===== src/verilog/stream_bridge_config.svh =====
`ifndef STREAM_BRIDGE_CONFIG_SVH
`define STREAM_BRIDGE_CONFIG_SVH

////////////////////////////////////////////////////////////
// FIFO geometry
////////////////////////////////////////////////////////////
`define BRIDGE_FIFO_DEPTH    8
`define BRIDGE_ADDR_WIDTH    3

// Almost flags, compared against occupancy
`define BRIDGE_AFULL_LEVEL   6
`define BRIDGE_AEMPTY_LEVEL  1

////////////////////////////////////////////////////////////
// Register map, word addresses
////////////////////////////////////////////////////////////
`define BRIDGE_REG_DATA      0
`define BRIDGE_REG_STATUS    1
`define BRIDGE_REG_CLEAR     2

`endif


===== src/verilog/bridge_bus_pkg.sv =====
package bridge_bus_pkg;

    typedef logic [3:0]  wb_addr_t; // Word address
    typedef logic [31:0] wb_word_t;

    typedef enum logic [1:0] {
        REG_DATA,
        REG_STATUS,
        REG_CLEAR,
        REG_NONE
    } reg_sel_t;

    ////////////////////////////////////////////////////////////
    // Status word bit positions
    ////////////////////////////////////////////////////////////
    localparam int STAT_TX_EMPTY        = 0;
    localparam int STAT_TX_FULL         = 1;
    localparam int STAT_TX_ALMOST_FULL  = 2;
    localparam int STAT_RX_EMPTY        = 3;
    localparam int STAT_RX_FULL         = 4;
    localparam int STAT_RX_ALMOST_EMPTY = 5;
    // Sticky, cleared through CLEAR
    localparam int STAT_TX_OVERFLOW     = 8;
    localparam int STAT_RX_UNDERFLOW    = 9;

endpackage


===== src/verilog/bridge_stream_pkg.sv =====
`include "stream_bridge_config.svh"

package bridge_stream_pkg;

    typedef logic [7:0] stream_byte_t;

    // One extra bit so a full FIFO is distinct from an empty one
    typedef logic [`BRIDGE_ADDR_WIDTH:0] fifo_count_t;

endpackage


===== src/verilog/sync_fifo.sv =====
`timescale 1ns/1ns

`include "stream_bridge_config.svh"

module sync_fifo #(
    parameter int DATA_WIDTH = 8,
    parameter int FIFO_DEPTH = 8
) (
    input  logic                          clk,
    input  logic                          rst_n,
    input  logic                          push,
    input  logic [DATA_WIDTH-1:0]         push_data,
    input  logic                          pop,
    output logic [DATA_WIDTH-1:0]         head_data,
    output logic                          full,
    output logic                          empty,
    output logic                          almost_full,
    output logic                          almost_empty,
    output logic                          overflow,
    output logic                          underflow,
    output bridge_stream_pkg::fifo_count_t count
);

    import bridge_stream_pkg::*;

    localparam int PTR_W = (FIFO_DEPTH > 1) ? $clog2(FIFO_DEPTH) : 1;
    localparam logic [PTR_W-1:0] LAST_PTR = PTR_W'(FIFO_DEPTH - 1);
    localparam fifo_count_t DEPTH_CNT  = fifo_count_t'(FIFO_DEPTH);
    localparam fifo_count_t AFULL_LVL  = fifo_count_t'(`BRIDGE_AFULL_LEVEL);
    localparam fifo_count_t AEMPTY_LVL = fifo_count_t'(`BRIDGE_AEMPTY_LEVEL);

    logic [DATA_WIDTH-1:0] mem [FIFO_DEPTH];
    logic [PTR_W-1:0]      wr_ptr;
    logic [PTR_W-1:0]      rd_ptr;
    fifo_count_t           count_q;
    logic                  do_push;
    logic                  do_pop;

    assign do_push = push && !full;
    assign do_pop  = pop && !empty;

    ////////////////////////////////////////////////////////////
    // Pointers and occupancy
    ////////////////////////////////////////////////////////////
    always_ff @(posedge clk or negedge rst_n) begin
        if (!rst_n) begin
            wr_ptr  <= '0;
            rd_ptr  <= '0;
            count_q <= '0;
        end else begin
            if (do_push)
                wr_ptr <= (wr_ptr == LAST_PTR) ? '0 : wr_ptr + 1'b1;
            if (do_pop)
                rd_ptr <= (rd_ptr == LAST_PTR) ? '0 : rd_ptr + 1'b1;
            case ({do_push, do_pop})
                2'b10:   count_q <= count_q + 1'b1;
                2'b01:   count_q <= count_q - 1'b1;
                default: count_q <= count_q; // Both or neither
            endcase
        end
    end

    always_ff @(posedge clk) begin
        if (do_push)
            mem[wr_ptr] <= push_data;
    end

    assign head_data = mem[rd_ptr]; // Show-ahead

    assign full         = (count_q == DEPTH_CNT);
    assign empty        = (count_q == '0);
    assign almost_full  = (count_q >= AFULL_LVL);
    assign almost_empty = (count_q <= AEMPTY_LVL);

    // Refused requests, high only in the request cycle
    assign overflow  = push && full;
    assign underflow = pop && empty;

    assign count = count_q;

endmodule


===== src/verilog/bridge_ctrl.sv =====
`timescale 1ns/1ns

`include "stream_bridge_config.svh"

module bridge_ctrl (
    input  logic                            clk,
    input  logic                            rst_n,
    // Wishbone classic slave
    input  logic                            cyc,
    input  logic                            stb,
    input  logic                            we,
    input  bridge_bus_pkg::wb_addr_t        adr,
    input  bridge_bus_pkg::wb_word_t        dat_w,
    output bridge_bus_pkg::wb_word_t        dat_r,
    output logic                            ack,
    // TX FIFO side
    input  logic                            tx_full,
    input  logic                            tx_empty,
    input  logic                            tx_almost_full,
    input  logic                            tx_overflow,
    output logic                            tx_push,
    output bridge_stream_pkg::stream_byte_t tx_push_data,
    // RX FIFO side
    input  logic                            rx_empty,
    input  logic                            rx_full,
    input  logic                            rx_almost_empty,
    input  logic                            rx_underflow,
    input  bridge_stream_pkg::stream_byte_t rx_head,
    output logic                            rx_pop
);

    import bridge_bus_pkg::*;

    reg_sel_t sel;
    logic     req;
    logic     data_wr;
    logic     data_rd;
    logic     clear_wr;
    logic     tx_ovf_sticky;
    logic     rx_unf_sticky;
    wb_word_t status_word;
    wb_word_t rd_word;

    ////////////////////////////////////////////////////////////
    // Bus decode
    ////////////////////////////////////////////////////////////
    assign req = cyc && stb && !ack; // New transfer

    always_comb begin
        case (adr)
            wb_addr_t'(`BRIDGE_REG_DATA):   sel = REG_DATA;
            wb_addr_t'(`BRIDGE_REG_STATUS): sel = REG_STATUS;
            wb_addr_t'(`BRIDGE_REG_CLEAR):  sel = REG_CLEAR;
            default:                        sel = REG_NONE;
        endcase
    end

    assign data_wr  = req && we && (sel == REG_DATA);
    assign data_rd  = req && !we && (sel == REG_DATA);
    assign clear_wr = req && we && (sel == REG_CLEAR);

    // FIFO decides whether the strobe is taken
    assign tx_push      = data_wr;
    assign tx_push_data = dat_w[7:0];
    assign rx_pop       = data_rd;

    always_ff @(posedge clk or negedge rst_n) begin
        if (!rst_n)
            ack <= 1'b0;
        else
            ack <= req;
    end

    ////////////////////////////////////////////////////////////
    // Sticky error bits
    ////////////////////////////////////////////////////////////
    always_ff @(posedge clk or negedge rst_n) begin
        if (!rst_n) begin
            tx_ovf_sticky <= 1'b0;
            rx_unf_sticky <= 1'b0;
        end else begin
            if (tx_overflow)
                tx_ovf_sticky <= 1'b1;
            else if (clear_wr && dat_w[STAT_TX_OVERFLOW])
                tx_ovf_sticky <= 1'b0;

            if (rx_underflow)
                rx_unf_sticky <= 1'b1;
            else if (clear_wr && dat_w[STAT_RX_UNDERFLOW])
                rx_unf_sticky <= 1'b0;
        end
    end

    always_comb begin
        status_word = '0;
        status_word[STAT_TX_EMPTY]        = tx_empty;
        status_word[STAT_TX_FULL]         = tx_full;
        status_word[STAT_TX_ALMOST_FULL]  = tx_almost_full;
        status_word[STAT_RX_EMPTY]        = rx_empty;
        status_word[STAT_RX_FULL]         = rx_full;
        status_word[STAT_RX_ALMOST_EMPTY] = rx_almost_empty;
        status_word[STAT_TX_OVERFLOW]     = tx_ovf_sticky;
        status_word[STAT_RX_UNDERFLOW]    = rx_unf_sticky;
    end

    ////////////////////////////////////////////////////////////
    // Read data
    ////////////////////////////////////////////////////////////
    always_comb begin
        rd_word = '0;
        if (!we) begin
            case (sel)
                REG_DATA:   rd_word = rx_underflow ? '0 : wb_word_t'(rx_head);
                REG_STATUS: rd_word = status_word;
                default:    rd_word = '0;
            endcase
        end
    end

    always_ff @(posedge clk or negedge rst_n) begin
        if (!rst_n)
            dat_r <= '0;
        else if (req)
            dat_r <= rd_word; // Latched with the ack edge
    end

endmodule


===== src/verilog/stream_bridge_top.sv =====
`timescale 1ns/1ns

`include "stream_bridge_config.svh"

module stream_bridge_top (
    input  logic                            clk,
    input  logic                            rst_n,
    input  logic                            cyc,
    input  logic                            stb,
    input  logic                            we,
    input  bridge_bus_pkg::wb_addr_t        adr,
    input  bridge_bus_pkg::wb_word_t        dat_w,
    output bridge_bus_pkg::wb_word_t        dat_r,
    output logic                            ack,
    output bridge_stream_pkg::stream_byte_t tx_data,
    output logic                            tx_valid,
    input  logic                            tx_ready,
    input  bridge_stream_pkg::stream_byte_t rx_data,
    input  logic                            rx_valid,
    output logic                            rx_ready
);

    import bridge_stream_pkg::*;

    logic         tx_push, tx_full, tx_empty, tx_almost_full, tx_overflow;
    logic         rx_pop, rx_full, rx_empty, rx_almost_empty, rx_underflow;
    stream_byte_t tx_push_data;
    stream_byte_t rx_head;

    bridge_ctrl ctrl0 (
        .clk(clk), .rst_n(rst_n),
        .cyc(cyc), .stb(stb), .we(we), .adr(adr), .dat_w(dat_w),
        .dat_r(dat_r), .ack(ack),
        .tx_full(tx_full), .tx_empty(tx_empty), .tx_almost_full(tx_almost_full),
        .tx_overflow(tx_overflow), .tx_push(tx_push), .tx_push_data(tx_push_data),
        .rx_empty(rx_empty), .rx_full(rx_full), .rx_almost_empty(rx_almost_empty),
        .rx_underflow(rx_underflow), .rx_head(rx_head), .rx_pop(rx_pop)
    );

    ////////////////////////////////////////////////////////////
    // TX path, drains onto the outgoing stream
    ////////////////////////////////////////////////////////////
    sync_fifo #(.DATA_WIDTH($bits(stream_byte_t)), .FIFO_DEPTH(`BRIDGE_FIFO_DEPTH)) tx_fifo0 (
        .clk(clk), .rst_n(rst_n),
        .push(tx_push), .push_data(tx_push_data), .pop(tx_ready),
        .head_data(tx_data), .full(tx_full), .empty(tx_empty),
        .almost_full(tx_almost_full), .almost_empty(),
        .overflow(tx_overflow), .underflow(), .count()
    );

    assign tx_valid = !tx_empty;

    // RX path, filled from the incoming stream
    sync_fifo #(.DATA_WIDTH($bits(stream_byte_t)), .FIFO_DEPTH(`BRIDGE_FIFO_DEPTH)) rx_fifo0 (
        .clk(clk), .rst_n(rst_n),
        .push(rx_valid), .push_data(rx_data), .pop(rx_pop),
        .head_data(rx_head), .full(rx_full), .empty(rx_empty),
        .almost_full(), .almost_empty(rx_almost_empty),
        .overflow(), .underflow(rx_underflow), .count()
    );

    assign rx_ready = !rx_full;

endmodule


===== config.mk =====
export PLATFORM = sky130hd
export DESIGN_NAME = stream_bridge_top
export DESIGN_NICKNAME = d
export VERILOG_FILES = /design/src/verilog/bridge_bus_pkg.sv /design/src/verilog/bridge_stream_pkg.sv /design/src/verilog/sync_fifo.sv /design/src/verilog/bridge_ctrl.sv /design/src/verilog/stream_bridge_top.sv
export VERILOG_INCLUDE_DIRS = /design/src /design/src/verilog
export SDC_FILE = /design/constraint.sdc
export NUM_CORES = 1
export LEC_CHECK = 0
export BUFFER_PORTS_ARGS = -buffer_cell sky130_fd_sc_hd__buf_2
export CAP_MARGIN = 5
export CORE_ASPECT_RATIO = 0.9
export CORE_MARGIN = 2
export CORE_UTILIZATION = 45
export DETAILED_ROUTE_END_ITERATION = 8
export GPL_TIMING_DRIVEN = 1
export HOLD_SLACK_MARGIN = 0.08
export PLACE_DENSITY = 0.67
export SETUP_SLACK_MARGIN = 0.02
export SYNTH_ARGS = -nofsm -noshare
export SYNTH_HDL_FRONTEND = slang
export SYNTH_HIERARCHICAL = 1
export SYNTH_SLANG_ARGS = --single-unit

===== constraint.sdc =====
create_clock -name clk -period 2.1 [get_ports clk]
set_input_delay 0.42 -clock clk [delete_from_list [all_inputs] [get_ports clk]]
set_output_delay 0.42 -clock clk [all_outputs]
set_load 0.01 [all_outputs]

==> results.py <==
metrics = {
    "global_routing": {
        "grt_pass1_vias": 3784,
        "gr-usage-met2_pct": 25.85,
        "grt_antenna_before_repair": 1,
        "first_pass_grt_wire_length_mm": 19.93,
        "gr-usage-all-layers_pct": 16.25,
        "grt_remaining_overflow": 0,
        "grt.met3_usage_pct": 4.874,
        "grt_max_degree": 34,
        "gr-usage-met1_pct": 21.68,
        "globalRoute.busiestLayer": "met2",
    },
    "setup_path": {
        "cpMaxStageDelayCell": "sky130_fd_sc_hd__mux4_2",
        "worst_setup_path_class": "register to output pin",
        "timing.critical_path.cells": "clkbuf_16 > mux4_2 > mux2_4 > buf_6",
        "arrival_ps": 2000,
        "critical_path_peak_fanout": 8,
        "critPathBufInv": 2,
        "cpLargestDelayFamily": "multiplexers",
        "cp_data_required_time_ps": 1680,
        "worst_setup_path_start_kind": "register",
        "timing.critical_path.slowest_cell_delay_ps": 500,
        "crit_end_category": "output pin",
    },
    "min_path": {
        "timing.hold.worst.class": "primary input to register",
    },
    "timing": {
        "min_period_over_period_pct": 115.0,
        "timing.max_slew.rel_slack_pct": 50.70,
        "max_freq_mhz": 414.1,
        "finalHoldViolations": 0,
        "timing.final.ws_setup_ps": -315.0,
        "slew_violations": 0,
        "timing_worst_slew_pin_value_ps": 739.5,
        "grt_setup_unrepaired": "yes",
        "timing.final.crit_period_ps": 2415,
        "finalSetupViolCount": 8,
        "fin_worst_skew_ps": 9.383,
    },
    "clock_network": {
        "cts_bufs_inserted": 17,
        "cts_root_buf": "sky130_fd_sc_hd__clkbuf_16",
        "tritoncts": "built",
        "clk_pin_slew_ps": 60,
        "clock_sinks": 161,
        "insertion_delay_ps": 420,
        "cts_max_level": 4,
        "clock_path_buffers": 2,
    },
    "routing": {
        "drt_wl_total_mm": 13.22,
        "drtIter0Drc": 325,
        "detailed_route_via_count": 3683,
        "routedWlPerCell_um": 18.44,
        "post-route-drc-count": 0,
        "postRouteAntennaNets": 0,
        "drt_pass1_iterations": 5,
        "avgViaCountPerCell": 5.137,
    },
    "power_and_ir_drop": {
        "power.density_cell_area_nw_per_um2": 1176,
        "max-vdd-ir-drop_v": 0.0006619,
        "static-leakage-power_nw": 3.236,
    },
    "cells_and_area": {
        "layout.core_utilization_pct": 55.30,
        "layout-drive-gt1-share_pct": 39.81,
        "net_count_of_the_finished_layout": 569,
        "area_growth_pct": 20.50,
        "antenna-diode-count": 0,
    },
    "yosys": {
        "synth-warning-count": 6,
        "cell_area_after_synthesis_um2": 7062,
        "postSynthCellCount": 403,
        "post_syn_area_per_cell_um2": 17.52,
    },
    "job": {
        "drv_cap": 0,
    },
    "floorplan": {
        "placement_rows": 43,
        "dieArea_um2": 16710,
        "dieWidth_um": 136.0,
        "io_pins": 94,
        "initial_core_utilization_pct": 45.89,
        "core_region_area_um2": 15390,
        "dieHeight_um": 122.8,
    },
    "run_status": {
        "run_status": "finished, violations left",
        "failed_checks": "setup timing",
    },
    "place": {
        "place_hpwl_mm": 8.513,
        "dpl_worst_slack_ps": -147.1,
        "port_buffers": 49,
        "gp_congestion": 0.8367,
    },
}
-- metal layers --
layer  wire length [um]  vias to the layer above
met5                 13                        -
met4                125                        2
met3                798                       14
met2               6536                       97
met1               5746                     1863
li1                   -                     1707
-- power by group --
| group | internal [mW] | total, mW | switching [mW] | leakage [nW] |
|---|---|---|---|---|
| Combinational | 1.61 | 2.76 | 1.16 | 1.36 |
| Clock | 1.88 | 3.13 | 1.25 | 0.296 |
| Sequential | 3.80 | 4.11 | 0.307 | 1.58 |
-- worst reg2reg max path, cell delays in order (launching register included) --
cell and delay (ps):
sky130_fd_sc_hd__dfrtp_1 370, sky130_fd_sc_hd__inv_2 70, sky130_fd_sc_hd__ha_4 170, sky130_fd_sc_hd__nor3b_2 160, sky130_fd_sc_hd__nand2b_4 140, sky130_fd_sc_hd__inv_1 70
sky130_fd_sc_hd__ha_2 180, sky130_fd_sc_hd__or4b_4 470, sky130_fd_sc_hd__a21oi_4 160, sky130_fd_sc_hd__xor2_1 160
-- per-stage QoR --
stage                     cells  total power [mW]  area, um2  TNS [ps]  hold WS [ps]
final                       717             10.01       8509     -2440         191.3
after global placement      678             6.379       7731     -2118         471.7
after floorplan             424             5.779       7169     -3363         124.4
after global routing        717             10.48       8509     -2892         190.7
after CTS                   712             9.669       8363     -2544         178.8
after detailed placement    678             6.493       7731     -3025         475.3
-- area by class of cell --
class | instances | area [um2]
repair buffers | 100 | 765.7
multi-input cells | 209 | 2165
clock buffers | 17 | 425.4
inverters | 13 | 48.80
flip-flops and latches | 161 | 4671
clock inverters | 15 | 181.4
fillers | 1219 | 6878
well taps | 202 | 252.7
-- sequential cells by signal, indices dropped and copies added (netlist names) --
register	cells
rx_fifo0/mem	64
tx_fifo0/mem	64
ctrl0/dat_r	10
rx_fifo0/count	4
tx_fifo0/count	4
rx_fifo0/rd_ptr	3
rx_fifo0/wr_ptr	3
tx_fifo0/rd_ptr	3
tx_fifo0/wr_ptr	3
ctrl0/ack	1
ctrl0/rx_unf_sticky	1
ctrl0/tx_ovf_sticky	1
-- cell usage in the layout (no fill, tap or decap), types with 8 or more instances in the layout --
master,count
sky130_fd_sc_hd__o21ai_1,10
sky130_fd_sc_hd__inv_1,10
sky130_fd_sc_hd__buf_6,8
sky130_fd_sc_hd__edfxtp_1,128
sky130_fd_sc_hd__nand2_1,22
sky130_fd_sc_hd__clkbuf_16,19
sky130_fd_sc_hd__buf_2,41
sky130_fd_sc_hd__mux2_2,12
sky130_fd_sc_hd__conb_1,22
sky130_fd_sc_hd__nor2_1,16
sky130_fd_sc_hd__nor3_1,8
sky130_fd_sc_hd__mux2_4,16
sky130_fd_sc_hd__buf_4,44
sky130_fd_sc_hd__dfrtp_1,32
sky130_fd_sc_hd__mux4_1,8
sky130_fd_sc_hd__ha_1,12
sky130_fd_sc_hd__mux4_2,24
-- worst paths after layout --
check | start | to | slack, ps | cells past startpoint
worst max register to register | tx_fifo0/count[1] | tx_fifo0/count[3] | 80 | 9
worst min register to register | ctrl0/dat_r[1] | ctrl0/dat_r[1] | 480 | 2
worst max-delay path | tx_fifo0/rd_ptr[0] | tx_data[2] | -320 | 4
worst min-delay path | dat_w[8] | ctrl0/tx_ovf_sticky | 190 | 2
max in group asynchronous | rst_n | tx_fifo0/rd_ptr[0] | 980 | 2
min in group asynchronous | rst_n | rx_fifo0/wr_ptr[0] | 600 | 2
-- what timing repair did --
item | in CTS | in global routing
pin swaps | 1 | 3
hold buffers | 1 | 0
setup endpoints to repair | 10 | 11
resized for setup | 4 | 28
gates cloned | 0 | 2
hold endpoints to repair | 20 | 0
setup buffers | 1 | 3
Power figures use the tool's default switching activity.
